## src/vec_pkg.sv

```systemverilog
package vec_pkg;

    // ------------------------------------------------------------------------
    // widths and typed vectors
    // ------------------------------------------------------------------------
    localparam int elen      = 32;
    localparam int num_vregs = 32;

    typedef logic [elen-1:0] elem_t;
    typedef logic [31:0]     scalar_t;
    typedef logic [31:0]     instr_t;
    typedef logic [4:0]      vreg_idx_t;

    // ------------------------------------------------------------------------
    // encodings
    // ------------------------------------------------------------------------
    localparam logic [6:0] opcode_op_v = 7'b1010111;

    // operand form, or vset* when funct3 is all ones
    localparam logic [2:0] funct3_ivv = 3'b000;
    localparam logic [2:0] funct3_ivx = 3'b100;
    localparam logic [2:0] funct3_ivi = 3'b011;
    localparam logic [2:0] funct3_cfg = 3'b111;

    localparam logic [5:0] funct6_add  = 6'b000000;
    localparam logic [5:0] funct6_sub  = 6'b000010;
    localparam logic [5:0] funct6_minu = 6'b000100;
    localparam logic [5:0] funct6_maxu = 6'b000110;
    localparam logic [5:0] funct6_and  = 6'b001001;
    localparam logic [5:0] funct6_or   = 6'b001010;
    localparam logic [5:0] funct6_xor  = 6'b001011;

    typedef enum logic [2:0] {
        op_add,
        op_sub,
        op_minu,
        op_maxu,
        op_and,
        op_or,
        op_xor
    } vec_op_e;

    // where the second operand comes from
    typedef enum logic [1:0] {
        kind_vv,
        kind_vx,
        kind_vi
    } operand_kind_e;

endpackage

```

## src/vec_lane.sv

```systemverilog
`timescale 1ns/100ps

module vec_lane #(
    parameter int lane_idx = 0
) (
    input  logic                   clk,
    input  logic                   rst,
    input  logic                   issue_valid,
    input  vec_pkg::vec_op_e       issue_op,
    input  vec_pkg::operand_kind_e issue_kind,
    input  vec_pkg::elem_t         issue_operand,
    input  logic                   issue_vm,
    input  vec_pkg::scalar_t       issue_vl,
    input  vec_pkg::elem_t         issue_vs1,
    input  vec_pkg::elem_t         issue_vs2,
    input  vec_pkg::elem_t         issue_vd_old,
    input  vec_pkg::elem_t         issue_v0,
    input  logic                   fwd_vs1,
    input  logic                   fwd_vs2,
    input  logic                   fwd_vd,
    input  logic                   fwd_v0,
    output vec_pkg::elem_t         result
);

    vec_pkg::elem_t vs1;
    vec_pkg::elem_t vs2;
    vec_pkg::elem_t vd_old;
    vec_pkg::elem_t v0;
    vec_pkg::elem_t opnd_b;
    vec_pkg::elem_t alu_out;
    logic           active;

    // back-to-back dependency, take the previous result of this lane
    assign vs1    = fwd_vs1 ? result : issue_vs1;
    assign vs2    = fwd_vs2 ? result : issue_vs2;
    assign vd_old = fwd_vd  ? result : issue_vd_old;
    assign v0     = fwd_v0  ? result : issue_v0;

    assign opnd_b = (issue_kind == vec_pkg::kind_vv) ? vs1 : issue_operand;

    // vd = vs2 op (vs1 | rs1 | imm)
    always_comb begin
        case (issue_op)
            vec_pkg::op_add:  alu_out = vs2 + opnd_b;
            vec_pkg::op_sub:  alu_out = vs2 - opnd_b;
            vec_pkg::op_minu: alu_out = (vs2 < opnd_b) ? vs2 : opnd_b;
            vec_pkg::op_maxu: alu_out = (vs2 > opnd_b) ? vs2 : opnd_b;
            vec_pkg::op_and:  alu_out = vs2 & opnd_b;
            vec_pkg::op_or:   alu_out = vs2 | opnd_b;
            vec_pkg::op_xor:  alu_out = vs2 ^ opnd_b;
            default:          alu_out = vd_old;
        endcase
    end

    // mask bit is the lsb of this lane's v0 element; tail lanes are undisturbed
    assign active = (issue_vm || v0[0]) && (vec_pkg::scalar_t'(lane_idx) < issue_vl);

    always_ff @(posedge clk) begin
        if (!rst) begin
            result <= '0;
        end else if (issue_valid) begin
            result <= active ? alu_out : vd_old;
        end
    end

endmodule

```

## config.mk

```make
export PLATFORM = sky130hd
export DESIGN_NAME = vec_lane
export DESIGN_NICKNAME = d
export VERILOG_FILES = /design/src/vec_pkg.sv /design/src/vec_lane.sv
export SDC_FILE = /design/constraint.sdc
export NUM_CORES = 1
export LEC_CHECK = 0
export CAP_MARGIN = 20
export CORE_UTILIZATION = 50
export DETAILED_ROUTE_END_ITERATION = 7
export DONT_BUFFER_PORTS = 1
export PLACE_DENSITY = 0.66
export SLEW_MARGIN = 0
export SYNTH_ARGS = -nofsm -noshare
export SYNTH_HDL_FRONTEND = slang
export SYNTH_SLANG_ARGS = --single-unit
export TNS_END_PERCENT = 10
```

## constraint.sdc

```tcl
create_clock -name clk -period 14.8 [get_ports clk]
set_input_delay 2.96 -clock clk [delete_from_list [all_inputs] [get_ports clk]]
set_output_delay 2.96 -clock clk [all_outputs]
set_load 0.01 [all_outputs]
```

## Word-level counts from Yosys, hierarchy flattened

Index checks and enable logic that the tools add are counted.
W data, S select, Z words.

| word-level totals | value |
|---|---|
| output and inout port bits | 32 |
| input port bits | 205 |
| bits in registers | 32 |

| cells by class | value |
|---|---|
| multiplexer cells | 9 |
| order comparisons | 3 |
| equal/unequal tests | 6 |
| bitwise gates (word level) | 3 |
| reduce and logical (&&, ||, !) cells | 4 |
| $add $sub $neg | 2 |

Operators with widths:

| kind | number |
|---|---|
| $mux W32 | 7 |
| $pmux W32 S7 | 1 |
| $add A32 B32 Y32 | 1 |
| $and A32 B32 Y32 | 1 |
| $gt A32 B32 Y1 | 1 |
| $lt A1 B32 Y1 const A | 1 |
| $lt A32 B32 Y1 | 1 |
| $or A32 B32 Y32 | 1 |
| $sub A32 B32 Y32 | 1 |
| $xor A32 B32 Y32 | 1 |
| $eq A3 B3 Y1 const B | 3 |
| $eq A3 B2 Y1 const B | 2 |
| $eq A3 B1 Y1 const B | 1 |
| $logic_not A3 Y1 | 1 |
| $logic_not A2 Y1 | 1 |
| $logic_and A1 B1 Y1 | 1 |
| $logic_or A1 B1 Y1 | 1 |
| $mux W1 | 1 |

## Depth between registers and ports, before layout

| depth | value |
|---|---|
| depth after elaboration | 6 |
| gate-level depth with buffers | 20 |
| mapped depth without buffers | 16 |

## Worst setup path before layout

OpenSTA, ideal clock, no wires.

| timing | value |
|---|---|
| path kind | input port to flip-flop |
| from | input port fwd_vs2 |
| to | register result[6] |
| slack | 7650 ps |
| path buffers | 6 |
| required time | 14683 ps |
| stages on the path | 17 |
| arrival time | 7033 ps |
| library setup time | 117 ps |
| cells stage by stage | clkbuf_1 clkbuf_1 clkbuf_1 mux2i_1 inv_1 ha_1 buf_2 a21oi_2 o31ai_1 a221o_1 or2_0 buf_2 o22ai_2 buf_4 a211oi_1 or4_1 a22o_1 |

| between the ends | value |
|---|---|
| cells in the longest elaborated chain, start to end | 5 |
| elaborated cells between the ends (all ways) | 12 |
| classes of those cells | add/sub: 2; order compare: 2; mux: 5; bitwise: 3 |

RTL lines:

| item | RTL line | text |
|---|---|---|
| start, declared | vec_lane.sv:19 | `input logic fwd_vs2,` |
| $mux W32 * | vec_lane.sv:35 | `assign vs2 = fwd_vs2 ? result : issue_vs2;` |
| $gt A32 B32 Y1 / $lt A32 B32 Y1 (equally long branches) | vec_lane.sv:47, vec_lane.sv:46 |  |
| $mux W32, on equally long branches | vec_lane.sv:47, vec_lane.sv:46 |  |
| $pmux W32 S7 * | vec_lane.sv:43 | `case (issue_op)` |
| $mux W32 * | vec_lane.sv:62 | `result <= active ? alu_out : vd_old;` |
| end signal, assigned | vec_lane.sv:62 |  |
| end, declared | vec_lane.sv:22 | `output vec_pkg::elem_t result` |

Mark *: on every way between the ends. The rest lies on a longest branch, timed or not.
A chain may end at the register's enable or synchronous reset.

## Worst setup path after layout

| timing | value |
|---|---|
| from | input port issue_kind[1] |
| to | register result[27] |

| between the ends | value |
|---|---|
| cells in the longest elaborated chain, start to end | 6 |
| elaborated cells between the ends (all ways) | 13 |
| classes of those cells | add/sub: 2; order compare: 2; mux: 5; bitwise: 3; reduce/logical: 1 |

RTL lines:

| item | RTL line | text |
|---|---|---|
| start, declared | vec_lane.sv:10 | `input vec_pkg::operand_kind_e issue_kind,` |
| $logic_not A2 Y1 * | vec_lane.sv:39 | `assign opnd_b = (issue_kind == vec_pkg::kind_vv) ? vs1 : issue_operand;` |
| $mux W32 * | vec_lane.sv:39 |  |
| $gt A32 B32 Y1 / $lt A32 B32 Y1 (equally long branches) | vec_lane.sv:47, vec_lane.sv:46 |  |
| $mux W32, on equally long branches | vec_lane.sv:47, vec_lane.sv:46 |  |
| $pmux W32 S7 * | vec_lane.sv:43 |  |
| $mux W32 * | vec_lane.sv:62 |  |

Marks and branches as above.

==> metrics <==
CTS resizes=0; worst path cell trace=nor2_4, buf_4, o21ai_0, ha_1, clkinv_1, o31ai_1, a221o_1, or2_0, nor2_2, buf_4, a2bb2oi_2, o22ai_1, or3_1, a22o_1; Clk Latency, worst-skew pair=approximately 0.30 ns; Netlist Area Pre-Place=9010 µm²; r2r startpoint=result[22]; post-CTS setup buffers=0; CP Class=input pin to flop; Critical Path End Type=flop; Setup violations, final=0; DR DRC count=0; I/O Buffers=0; CP peak stage delay=0.80 ns; Via density=roughly 7.0; core area=17400 µm²; fraction of layout cells with a size suffix above 1=under 10%; most used cell, CP=buf_4; synth top area cells=ha_1 (14%), mux2i_1 (14%), dfxtp_1 (7.1%); final core occ=between 50% and 60%; LEAKAGE=just over 4 nW; vias in the first global route=roughly 9000; die span in x=roughly 140 µm; Final #Nets=1474; most area-hungry cell type in the Yosys netlist=ha_1; first-pass GRT wire length=roughly 53000 µm; Max Cap Viol=0; clock tree sinks=32; fin crit share=between 50% and 60%; unrepaired setup endpoints after global routing=no; critical path required time=approximately 15 ns; Psw=about 380 µW; Design Power=slightly above 700 µW; DP Wirelength=26100 µm; Via Count=roughly 9800; GR Overflow Total=0; crit path buf inv count=3; Reg power frac=16.0%; register bit count reported by yosys=32; initial antenna violation count=4; final WL=35600 µm; Comb power frac=between 60% and 70%; min Tclk post-route=roughly 8.5 ns; Pins Over Slew Limit=0; Largest register FFs=32; Slew HR=24.5%; Syn Nets=around 1500; IO Pins=between 200 and 250; All-Layer GR Usage=a little under two fifths; maximum VDD drop=0.0438 mV; Starting DRT DRC Count=roughly 1200; Starting Density=51.7%; setup skew after layout=approximately 0.0047 ns; Die Ht=between 100 and 150 µm; Top reg by flops=result; count of final hold-check violations=0; CTS tree=done; 1st-pass router iterations=7; Die ar.=between 15000 and 20000 µm²; Worst-Margin Slew=1.12 ns; crit start category=input pin; CTS Hold Bufs=0; area after detailed placement=8950 µm²; crit-path max FO=35; area delta synth->final=1.14%; Syn Area/Cell=between 7 and 8 µm²; row count=48; CP arrival=~8.7 ns; largest net degree at the start of global routing=between 60 and 70; power density over cell area=79.3 nW/µm²; Clock Path Buffers=2; H-tree level count=2; GPL Wtd Cong=0.960; Clock Power Share=16.6%; fmax=about 0.12 GHz; Crit path max-delay family=compound AO/OA/AOI/OAI gates; Routed Antenna Nets=0; switching part of the total power=a little over half; count leader, synth=mux2i_1; CTS Root Cell=clkbuf_16; largest registers=result: 32 flops; cts bufs inserted=5; crit path max-delay cell type=o31ai_1; Fin Setup TNS=0 ns; Min-Delay Path Class=flop to flop; Post-synth top cells=mux2i_1 (130), a21oi_1 (111), ha_1 (104); routed length per instance=~26 µm; Worst Setup SP=issue_kind[1]; most common flop cell mapped by yosys=dfxtp_1; share of the synthesized area in the top cell type=between 10 and 15%; Worst Hold Launch=result[16]; internal power=between 300 and 400 µW; Post-synth EDFFs=0; synthesized netlist cell count=around 1200; asr flop ratio synth=0%; post-route cell area=around 9100 µm²; synth unique cells=80; Ys Warns=0; register area share after synthesis=roughly 7.1%; clock-pin transition on the worst setup and hold timing paths=~0.060 ns; status=finished, final reports clean
## kinds of logic after synthesis
| kind of cell | after synthesis | synth area share [%] |
|---|---|---|
| adder cells (fa/ha/maj) | 106 | 14.9 |
| flip-flops | 32 | 7.11 |
| AND/OR/NAND/NOR | 286 | 15.6 |
| XOR/XNOR | 30 | 2.92 |
| multiplexers | 142 | 15.9 |
| AO/OA/AOI/OAI | 442 | 33.8 |
| buffers and inverters | 195 | 9.75 |
## power groups by stage
stage	Combinational [mW]	Clock, mW	Sequential, mW
floorplan	0.385	0	0.111
global placement	0.469	0	0.117
detailed placement	0.472	0	0.117
CTS	0.475	0.119	0.115
global route	0.528	0.122	0.117
finish	0.488	0.120	0.116
## per-stage QoR
step           setup WS (ns)  hold slack, ns  instances
2_1_floorplan           7.65           0.502       1233
3_3_place_gp            6.30           0.589       1380
3_5_place_dp            6.22           0.588       1381
4_1_cts                 6.52           0.598       1389
5_1_grt                 6.07           0.615       1393
6_report                6.31           0.596       1393
## layer usage
layer	GRT usage (%)	wire length (µm)	up-vias
li1	-	-	4505
met1	49.1	15300	4620
met2	58.4	15400	576
met3	9.69	3740	73
met4	15.1	1190	0
met5	0	0	-
## worst reg2reg max path, cell delays in order, from the launching register on
cell	delay, ns
dfxtp_1	0.47
mux2i_1	0.12
a21oi_1	0.37
inv_1	0.15
ha_1	0.61
inv_1	0.23
o31ai_1	0.75
a221o_1	0.31
or2_0	0.66
nor2_2	0.07
buf_4	0.32
a2bb2oi_2	0.51
o22ai_1	0.16
or3_1	0.38
a22o_1	0.20
## cell type report
cell class / count / area (µm²)
flip-flops and latches: 32 / 641
fillers: 1761 / 8310
inverters: 103 / 387
repair buffers: 15 / 116
diodes: 4 / 10.0
clock buffers: 8 / 146
well taps: 225 / 282
multi-input cells: 1006 / 7530
## cells in the final DEF (no fill, tap or decap), drive strengths merged, types with 24 or more instances in the layout
cell / netlist / final
nand2: 81 / 81
nor3: 24 / 24
xnor2: 29 / 29
o22ai: 34 / 34
o21ai: 67 / 67
o221ai: 28 / 28
mux2i: 130 / 130
a21oi: 113 / 113
nor2: 71 / 71
inv: 100 / 100
ha: 104 / 104
a221oi: 35 / 35
dfxtp: 32 / 32
## final timing paths
path | end | slack, ns | depth (start not counted)
setup / recovery | result[27] | 6.31 | 14
hold / removal | result[16] | 0.60 | 2
setup reg to reg | result[27] | 9.39 | 14
hold reg to reg | result[16] | 0.60 | 2
No activity file was read; power rests on OpenSTA's default activity.
