===== config.mk =====
export PLATFORM = sky130hd
export DESIGN_NAME = vec_writeback
export DESIGN_NICKNAME = d
export VERILOG_FILES = /design/src/vec_pkg.sv /design/src/vec_writeback.sv
export SDC_FILE = /design/constraint.sdc
export NUM_CORES = 1
export LEC_CHECK = 0
export BUFFER_PORTS_ARGS = -buffer_cell sky130_fd_sc_hd__buf_2
export CORE_AREA = 2 2 309 311
export CTS_CLUSTER_SIZE = 14
export DETAILED_ROUTE_END_ITERATION = 6
export DIE_AREA = 0 0 311 313
export PLACE_DENSITY = 0.3
export SLEW_MARGIN = 20
export SYNTH_ARGS = -nofsm -noshare
export SYNTH_HDL_FRONTEND = slang
export SYNTH_SLANG_ARGS = --single-unit

===== constraint.sdc =====
create_clock -name clk -period 0.8 [get_ports clk]
set_clock_uncertainty 0.05 [all_clocks]
set_input_delay 0.08 -clock clk [delete_from_list [all_inputs] [get_ports clk]]
set_output_delay 0.08 -clock clk [all_outputs]
set_load 0.01 [all_outputs]

===== src/vec_pkg.sv =====
package vec_pkg;

    // ------------------------------------------------------------------------
    // widths and typed vectors
    // ------------------------------------------------------------------------
    localparam int elen      = 32;
    localparam int num_vregs = 32;

    typedef logic [elen-1:0] elem_t;
    typedef logic [31:0]     scalar_t;
    typedef logic [31:0]     instr_t;
    typedef logic [4:0]      vreg_idx_t;

    // ------------------------------------------------------------------------
    // encodings
    // ------------------------------------------------------------------------
    localparam logic [6:0] opcode_op_v = 7'b1010111;

    // operand form, or vset* when funct3 is all ones
    localparam logic [2:0] funct3_ivv = 3'b000;
    localparam logic [2:0] funct3_ivx = 3'b100;
    localparam logic [2:0] funct3_ivi = 3'b011;
    localparam logic [2:0] funct3_cfg = 3'b111;

    localparam logic [5:0] funct6_add  = 6'b000000;
    localparam logic [5:0] funct6_sub  = 6'b000010;
    localparam logic [5:0] funct6_minu = 6'b000100;
    localparam logic [5:0] funct6_maxu = 6'b000110;
    localparam logic [5:0] funct6_and  = 6'b001001;
    localparam logic [5:0] funct6_or   = 6'b001010;
    localparam logic [5:0] funct6_xor  = 6'b001011;

    typedef enum logic [2:0] {
        op_add,
        op_sub,
        op_minu,
        op_maxu,
        op_and,
        op_or,
        op_xor
    } vec_op_e;

    // where the second operand comes from
    typedef enum logic [1:0] {
        kind_vv,
        kind_vx,
        kind_vi
    } operand_kind_e;

endpackage


===== src/vec_writeback.sv =====
`timescale 1ns/100ps

module vec_writeback #(
    parameter int num_lanes = 8
) (
    input  logic                           clk,
    input  logic                           rst,
    input  logic                           issue_valid,
    input  vec_pkg::vreg_idx_t             issue_rd,
    input  vec_pkg::elem_t [num_lanes-1:0] lane_result,
    output logic                           wb_valid,
    output vec_pkg::vreg_idx_t             wb_rd,
    output vec_pkg::elem_t [num_lanes-1:0] wb_data,
    output logic                           we,
    output vec_pkg::vreg_idx_t             wr_idx,
    output vec_pkg::elem_t [num_lanes-1:0] wr_data
);

    logic               valid_q;
    vec_pkg::vreg_idx_t rd_q;

    // stage register in step with the lane result registers
    always_ff @(posedge clk) begin
        if (!rst) begin
            valid_q <= 1'b0;
            rd_q    <= '0;
        end else begin
            valid_q <= issue_valid;
            if (issue_valid) begin
                rd_q <= issue_rd;
            end
        end
    end

    assign wb_valid = valid_q;
    assign wb_rd    = rd_q;
    assign wb_data  = lane_result;

    // write lands on the next edge
    assign we      = valid_q;
    assign wr_idx  = rd_q;
    assign wr_data = lane_result;

endmodule

======== Yosys cells after proc, flatten, opt, wreduce, memory -nomap -nowiden ========
Index checks and enable logic that the tools add are counted.
word-level totals
  flip-flop bits (word level) ............. 6
  memory bits (read-only) ................. 0
  memories kept ........................... 0
  bits in writable memories ............... 0
  input bits .............................. 264
  logic and storage cells ................. 2
  latch bits .............................. 0
operators by class
  $add $sub $neg .......................... 0
  muxes and demuxes ....................... 0
  equality and inequality tests ........... 0
  reductions and logical operators ........ 0
  magnitude comparators ................... 0
  divide/modulo/power cells ............... 0
  shift operators ......................... 0
  multipliers ............................. 0
  bitwise logic cells ..................... 0

======== Depth between registers and ports, before layout ========
Gate-level depths: netlist (run 1).
  word-level depth ........................ 0
  depth in mapped cells ................... 3
  gate-level depth less buffers ........... 2

======== Least setup slack after synthesis (run 1) ========
Ideal clock, no wire load.
  kind .................................... flip-flop to flip-flop
  from .................................... register, netlist name wb_rd[0]
  to ...................................... register rd_q[0], in the netlist wb_rd[0]
  slack ................................... 140 ps
  period minus slack after synthesis ...... 660 ps
  required time ........................... 634 ps
  data arrival time ....................... 494 ps
  setup time .............................. 116 ps
  cell stages (with the launch flop) ...... 3
  cell sequence ........................... dfxtp_1 -> mux2i_1 -> nor2b_1
RTL lines
  element               RTL line             source
  to (signal assigned)  vec_writeback.sv:30  rd_q <= issue_rd;
  to (decl)             vec_writeback.sv:20  vec_pkg::vreg_idx_t rd_q;

======== Worst setup path after layout (run 1) ========
  from .................................... register rd_q[0], in the netlist wb_rd[0]
  to ...................................... output wr_idx[0]
RTL lines
  element    RTL line             source
  to (decl)  vec_writeback.sv:15  output vec_pkg::vreg_idx_t wr_idx,
No word-level cell between the ends.

==> impl_metrics.tcl, run 1 <==
set metrics [dict create \
    cts_root_buf "clkbuf_16" \
    clockBufferDepth 2 \
    via_count 1019 \
    antenna_left 0 \
    wl_per_cell_um 22.9 \
    crit_type "reg -> out" \
    cts.clk_slew.worst_paths_ns 0.03 \
    cp.buffers_inverters 1 \
    critPathArrivalTime_ns 0.70 \
    finalMaxSlewViolations 0 \
    grt_overflow 0 \
    insertion_delay_ns 0.23 \
    cts.sinks 6 \
    grt_pass1_vias 1160 \
    finalWorstSetupSlack_ns -0.0343 \
    power_density_nw_per_um2 634 \
    dr.pass1.iters 4 \
    synthCells 536 \
    finalSetupTns_ns -0.284 \
    hold_violations 0 \
    ys_seq_area_share_pct 2.92 \
    synth-seq-cells 6 \
    num-nets-final 305 \
    placed_area_sq_um 1890 \
    violations "negative setup slack" \
    synth.area.top_cells "buf_4, dfxtp_1, mux2i_1, nor2b_1, buf_6" \
    ir_drop_mv 1.21 \
    yosys_warnings 0 \
    grt_pass1_wl_um 32500 \
    fin_hold_ws_ns 0.0707 \
    port-buffer-count 19 \
    drive_gt1_share_pct 74.4 \
    diodes 0 \
    synth_area_sq_um 4110 \
    die_w_um 311 \
    hold_path_class "in -> reg" \
    crit_path_start_kind "flip-flop" \
    die_h_um 313 \
    total_power_mw 1.30 \
    path_max_fanout 3 \
    cts_buffers 3 \
    drt-initial-drc-count 50 \
    tightestPinTransition_ns 0.178 \
    maxSlewHeadroom_pct 88.1 \
    post_cts_buffers 0 \
    drt_wl_total_um 29800 \
    slowest_stage "dfxtp_2" \
    setup_viol 12 \
    max_freq_mhz 1200 \
    maxCapViolCount 0 \
    syn2layout_area_growth_pct -50.0 \
    leakagePower_nw 0.232 \
    cts_tree "done" \
    period_needed_ns 0.834 \
    post-route-period-util_pct 104 \
    core.rowCount 113 \
    fin_area_sq_um 2050 \
    synth_area_per_cell_sq_um 7.67 \
    gp_congestion 0.574 \
    antenna_found_initial 0 \
    yosysTopAreaCellShare_pct 94.6 \
    rsz0062_at_grt "true" \
    crit_chain "buf_6" \
    drc 0 \
    slowest_delay_ns 0.35 \
    vias_per_cell 0.781 \
    status "complete, but fails checks" \
    crit_path_end_kind "primary output" \
    synth_cell_types 6 \
    h-tree-depth 1 \
    synth_top_area_cell "buf_4" \
    ios 788 \
    start_util_pct 4.36 \
    synth_nets 800 \
    fin_util_pct 2.18 \
    track_usage_pct 5.73 \
    die-area_sq_um 97300 \
    grt_max_degree 7 \
    crit_required_ns 0.67 \
    core_area_sq_um 94200 \
    cpLargestDelayFamily "flip-flops" \
]
## final timing paths
| kind | slack [ns] | from | end | cells after the start |
|---|---|---|---|---|
| worst max-delay path | -0.03 | wb_rd[0] | wr_idx[0] | 1 |
| worst min-delay path | 0.07 | issue_rd[1] | wb_rd[1] | 3 |
| worst min register to register | 0.50 | wb_rd[0] | wb_rd[0] | 2 |
| worst max register to register | 0.10 | wb_rd[2] | wb_rd[2] | 2 |
## metal layers
metal	vias to the layer above	share of wire [%]	wire length, um	global-route usage [%]
li1	102	-	-	-
met1	217	5.8	1730	0.944
met2	490	40	11800	7.95
met3	210	46	13700	12.2
met4	0	8.7	2580	4.46
met5	-	0	0	0.0484
## cells by family (layout without fill, tap and decap cells)
| family | after synthesis | count (layout) | share of synthesized area (%) |
|---|---|---|---|
| multiplexers | 5 | 5 | 1.22 |
| AND/OR/NAND/NOR | 6 | 6 | 0.944 |
| flip-flops | 6 | 6 | 2.92 |
| buffers and inverters | 519 | 22 | 94.9 |
## cell usage after synthesis, drive strengths merged
cell type	instances
buf	519
dfxtp	6
mux2i	5
nor2b	5
and2	1
## cell usage in the layout, fill, tap and decap left out, drive strengths merged
| cell type | instances |
|---|---|
| dfxtp | 6 |
| buf | 19 |
| nor2b | 5 |
| mux2i | 5 |
| clkbuf | 3 |
| and2 | 1 |
## flip-flops by register name (all words and copies together) (netlist names)
name and cells:
wb_rd 5, wb_valid 1
## where the power goes
group | internal [mW] | switching [mW] | total [mW]
clock | 0.641 | 0.160 | 0.801
sequential | 0.316 | 0.0228 | 0.339
combinational | 0.0936 | 0.0689 | 0.162
## what timing repair did
item	CTS	global route
hold buffers	0	0
pin swaps	0	0
setup endpoints to repair	12	12
gates resized for setup	25	3
## through the flow
step,instances,worst slack [ns]
2_1_floorplan,536,0.140
3_3_place_gp,1301,0.0528
3_5_place_dp,1301,0.0616
4_1_cts,1304,-0.0506
5_1_grt,1304,-0.0533
6_report,1304,-0.0343
## final cells by class
type | instances | area (sq um)
Clock buffer | 3 | 75.1
Fill cell | 11400 | 92100
Tap cell | 1265 | 1580
Multi-Input combinational cell | 11 | 88.8
Timing Repair Buffer | 19 | 170
Sequential cell | 6 | 138
No activity file was read; power rests on OpenSTA's default activity.
==> run 2, diff against run 1 <==
==> constraint.sdc (replaced) <==
create_clock -name clk -period 0.9 [get_ports clk]
set_clock_uncertainty 0.05 [all_clocks]
set_input_delay 0.09 -clock clk [delete_from_list [all_inputs] [get_ports clk]]
set_output_delay 0.09 -clock clk [all_outputs]
set_load 0.01 [all_outputs]
==> run 2 against run 1 <==
Effect of this change: the run now ends clean; final area shrank 3.4%; critical path type unchanged; setup slack gained 0.053 ns; via count shrank 2.7%; global-route usage is essentially flat; sequential power shrank 12%; clock-buffer cell count is the same; wire length is essentially flat; largest power group unchanged; total power shrank 13%; sequential cell count is the same; critical path depth is the same; first-iteration DRC count shrank 44%; combinational power shrank 27%.
==> impl_metrics.tcl, run 2 (synthesis gave the netlist of run 1 again) <==
set metrics [dict create \
    cts_tree "done" \
    antenna_found_initial 0 \
    pwr-share-seq_pct 26.3 \
    num-nets-final 305 \
    max_freq_mhz 1130 \
    maxSlewHeadroom_pct 88.4 \
    layout_commonest_cell "buf_2" \
    ff_latch_area_sq_um 128 \
    finalWorstSetupSlack_ns 0.0188 \
    fin_util_pct 2.11 \
    cts.clk_slew.worst_paths_ns 0.03 \
    cp.buffers_inverters 1 \
    path_max_fanout 3 \
    grt_overflow 0 \
    rsz0062_at_grt "true" \
    drt_wl_total_um 29900 \
    drt-initial-drc-count 28 \
    h-tree-depth 1 \
    layout_common_cells "buf_2, buf_4, mux2i_1, nor2b_1" \
    crit_type "reg -> out" \
    pwr-share-clk_pct 63.3 \
    crit_required_ns 0.76 \
    ir_drop_mv 0.907 \
    power_density_nw_per_um2 571 \
    status "completed" \
    grt_pass1_wl_um 32400 \
    place_ws_ns 0.155 \
    switching_share_pct 19.6 \
    gp_congestion 0.576 \
    die_w_um 311 \
    largest_register_ffs 5 \
    internal_power_uw 911 \
    clockBufferDepth 2 \
    hold_violations 0 \
    grt_max_degree 7 \
    multi_input_area_sq_um 88.8 \
    crit_chain "buf_2" \
    die_h_um 313 \
    ios 788 \
    wl_per_cell_um 22.9 \
    hold_path_class "in -> reg" \
    start_util_pct 4.36 \
    crit_path_start_kind "flip-flop" \
    period_needed_ns 0.881 \
    via_count 991 \
    total_power_mw 1.13 \
    core_area_sq_um 94200 \
    drive_gt1_share_pct 69.2 \
    drc 0 \
    cts_buffers 3 \
    fin_hold_ws_ns 0.0692 \
    slowest_delay_ns 0.35 \
    dr.pass1.iters 4 \
    cts_root_buf "clkbuf_16" \
    tightestPinTransition_ns 0.173 \
    die-area_sq_um 97300 \
    setup_viol 0 \
    p_sw_uw 222 \
    grt_pass1_vias 1158 \
    insertion_delay_ns 0.23 \
    track_usage_pct 5.74 \
    critPathArrivalTime_ns 0.74 \
    port-buffer-count 19 \
    leakagePower_nw 0.219 \
    syn2layout_area_growth_pct -51.7 \
    crit_path_end_kind "primary output" \
    pwr-share-comb_pct 10.4 \
    maxCapViolCount 0 \
    post-route-period-util_pct 97.9 \
    core.rowCount 113 \
    slowest_stage "dfxtp_1" \
    finalMaxSlewViolations 0 \
    cts.sinks 6 \
    cpLargestDelayFamily "flip-flops" \
    vias_per_cell 0.760 \
    diodes 0 \
    fill_cells 11400 \
    antenna_left 0 \
]
[run 2: changes by cell type in the layout (fill, tap and decap cells not counted)]
cell	previous run	this run
buf_2	7	13
dfxtp_4	4	1
dfxtp_2	2	3
buf_6	12	0
dfxtp_1	0	2
buf_4	0	6
[run 2: final timing paths]
path	from	endpoint	slack (ns)	cells past startpoint
min reg2reg	wb_rd[2]	wb_rd[2]	0.48	2
max	wb_rd[0]	wb_rd[0]	0.02	1
max reg2reg	wb_rd[4]	wb_rd[4]	0.21	2
min	issue_rd[2]	wb_rd[2]	0.07	3
[run 2: power groups by stage]
stage               logic (mW)  registers, mW  clock network, mW
floorplan                 2.41          0.304                  0
global placement         0.114          0.301                  0
detailed placement       0.115          0.302                  0
CTS                      0.122          0.298              0.725
global route             0.127          0.302              0.734
finish                   0.118          0.298              0.717
[run 2: cell type report]
class	instances	area share, %
well taps	1265	79.8
clock buffers	3	3.78
repair buffers	19	5.55
flip-flops and latches	6	6.43
multi-input cells	11	4.48
[run 2: what timing repair did]
action,CTS,global route
gates resized for setup,7,4
hold buffers,0,0
endpoints found under the setup margin,6,7
buffers inserted,0,0
[run 2: through the flow]
step,area [sq um],setup TNS (ns),cells
floorplan,4110,0,536
global placement,1890,0,1301
detailed placement,1890,0,1301
CTS,1980,-0.0170,1304
global route,1980,-0.00671,1304
finish,1980,0,1304
[run 2: per-layer routing]
layer,GRT usage (%),wire length [um],vias up
met1,0.948,1740,200
met5,0,0,-
met4,4.61,2740,0
li1,-,-,101
met2,7.91,11700,483
met3,12.3,13700,207
==> run 3, diff against run 2 <==
--- a/config.mk
+++ b/config.mk
@@ -6,10 +6,10 @@
 export NUM_CORES = 1
 export LEC_CHECK = 0
 export BUFFER_PORTS_ARGS = -buffer_cell sky130_fd_sc_hd__buf_2
-export CORE_AREA = 2 2 309 311
+export CORE_AREA = 2 2 303 305
 export CTS_CLUSTER_SIZE = 14
 export DETAILED_ROUTE_END_ITERATION = 6
-export DIE_AREA = 0 0 311 313
+export DIE_AREA = 0 0 305 307
 export PLACE_DENSITY = 0.3
 export SLEW_MARGIN = 20
 export SYNTH_ARGS = -nofsm -noshare
==> run 3 against run 2 <==
Effect of this change: combinational power grew 22%; sequential power grew 1%; non-clock buffer count is the same; global-route usage shrank 0.20 points; setup slack gained 0.011 ns; via count grew 3.9%; hold slack gained 0.014 ns; wire length shrank 6.9%; clock-buffer cell count is the same; sequential cell count is the same; die area shrank 3.8%; final area shrank 4.0%.
==> impl_metrics.tcl, run 3 (synthesis gave the netlist of run 1 again) <==
set metrics [dict create \
    maxCapViolCount 0 \
    fill_cells 10800 \
    rr_worst_depth 2 \
    p_sw_uw 239 \
    leakagePower_nw 0.223 \
    holdPathEnd "wb_rd[0]" \
    start_util_pct 4.53 \
    diodes 0 \
    h-tree-depth 1 \
    cp_num_cells 1 \
    crit_required_ns 0.76 \
    finalSetupTns_ns 0 \
    grt_max_degree 7 \
    power_density_nw_per_um2 610 \
    finalMaxSlewViolations 0 \
    pwr-share-seq_pct 26.0 \
    tightestPinTransition_ns 0.137 \
    ios 788 \
    postCtsHoldBufs 0 \
    post-route-period-util_pct 96.7 \
    cpLargestDelayFamily "flip-flops" \
    drt_wl_total_um 27800 \
    cts_root_buf "clkbuf_16" \
    cp.buffers_inverters 1 \
    fin_area_sq_um 1910 \
    finalWorstSetupSlack_ns 0.0299 \
    hold_path_class "in -> reg" \
    layout_common_cells "buf_2, mux2i_1, nor2b_1, buf_6, dfxtp_2" \
    core_area_sq_um 90700 \
    dr.pass1.iters 4 \
    worstReg2RegStart "wb_rd[4]" \
    layout_commonest_cell "buf_2" \
    path_max_fanout 3 \
    insertion_delay_ns 0.23 \
    hold_violations 0 \
    wl_per_cell_um 22.7 \
    worstHoldPathCells 3 \
    crit_chain "buf_4" \
    grt_overflow 0 \
    status "completed" \
    antenna_left 0 \
    track_usage_pct 5.54 \
    vias_per_cell 0.841 \
    via_count 1030 \
    place_ws_ns 0.184 \
    drt-initial-drc-count 53 \
    cts_tree "done" \
    maxSlewHeadroom_pct 90.6 \
    rsz0062_at_grt "false" \
    min_from "issue_rd[0]" \
    pwr-share-comb_pct 12.4 \
    antenna_found_initial 0 \
    slowest_stage "dfxtp_2" \
    pwr-share-clk_pct 61.6 \
    r2r-end "wb_rd[4]" \
    grt_pass1_vias 1155 \
    r2r_slack_ns 0.21 \
    die_w_um 305 \
    port-buffer-count 19 \
    switching_share_pct 20.6 \
    cts.clk_slew.worst_paths_ns 0.03 \
    post_cts_buffers 0 \
    period_needed_ns 0.870 \
    max_freq_mhz 1150 \
    internal_power_uw 923 \
    gp_congestion 0.541 \
    ir_drop_mv 0.439 \
    crit_type "reg -> out" \
    grt_pass1_wl_um 30300 \
    core.rowCount 111 \
    die_h_um 307 \
    num-nets-final 305 \
    clockBufferDepth 2 \
    cts_buffers 3 \
    crit_path_start_kind "flip-flop" \
    slowest_delay_ns 0.34 \
    crit_path_end_kind "primary output" \
    setup_viol 0 \
    cts.sinks 6 \
    drive_gt1_share_pct 71.8 \
    largest_register_ffs 5 \
    syn2layout_area_growth_pct -53.6 \
    critPathArrivalTime_ns 0.73 \
    placed_area_sq_um 1790 \
    drc 0 \
    die-area_sq_um 93600 \
]
-- run 3: stage by stage --
stage | total power [mW] | hold WS [ns] | std cells | util (%)
floorplan | 2.71 | 0.168 | 536 | -
global placement | 0.436 | 0.130 | 1222 | 1.97
detailed placement | 0.435 | 0.130 | 1222 | 1.97
global route | 1.20 | 0.101 | 1225 | 2.10
finish | 1.16 | 0.0837 | 1225 | 2.10
CTS | 1.19 | 0.0818 | 1225 | 2.10
-- run 3: cell type report --
cell class                 instances  area (sq um)  share of cell area [%]
tap                             1186          1480                    77.9
timing repair buffer              19           131                    6.89
sequential                         6           126                    6.63
multi-input combinational         11          88.8                    4.66
clock buffer                       3          75.1                    3.94
-- run 3: power groups by stage --
| stage | Combinational (mW) | Clock [mW] | Sequential, mW |
|---|---|---|---|
| 2_1_floorplan | 2.41 | 0 | 0.304 |
| 3_3_place_gp | 0.136 | 0 | 0.300 |
| 3_5_place_dp | 0.134 | 0 | 0.301 |
| 4_1_cts | 0.153 | 0.737 | 0.303 |
| 5_1_grt | 0.155 | 0.743 | 0.304 |
| 6_report | 0.144 | 0.716 | 0.302 |
-- run 3: how the worst max path moves through the flow --
stage	from	endpoint	slack, ns
detailed placement	issue_valid	wb_rd[4]	0.18
finish	wb_rd[1]	wb_rd[1]	0.03
floorplan	wb_rd[0]	wb_rd[0]	0.24
CTS	wb_rd[2]	wb_rd[2]	0.001
global route	wb_rd[1]	wb_rd[1]	0.009
global placement	wb_rd[0]	wr_idx[0]	0.19
-- run 3: routing by layer --
layer  global-route usage (%)  vias up  wire, um
li1                         -      101         -
met1                     1.04      230      1940
met2                     7.35      488     10500
met3                     11.5      209     12400
met4                     5.16        2      2870
met5                    0.517        -        65
-- run 3: timing repair --
item | 4_1_cts | 5_1_grt
pin swaps | 0 | 0
setup endpoints to repair | 8 | 1
resized for setup | 16 | 1
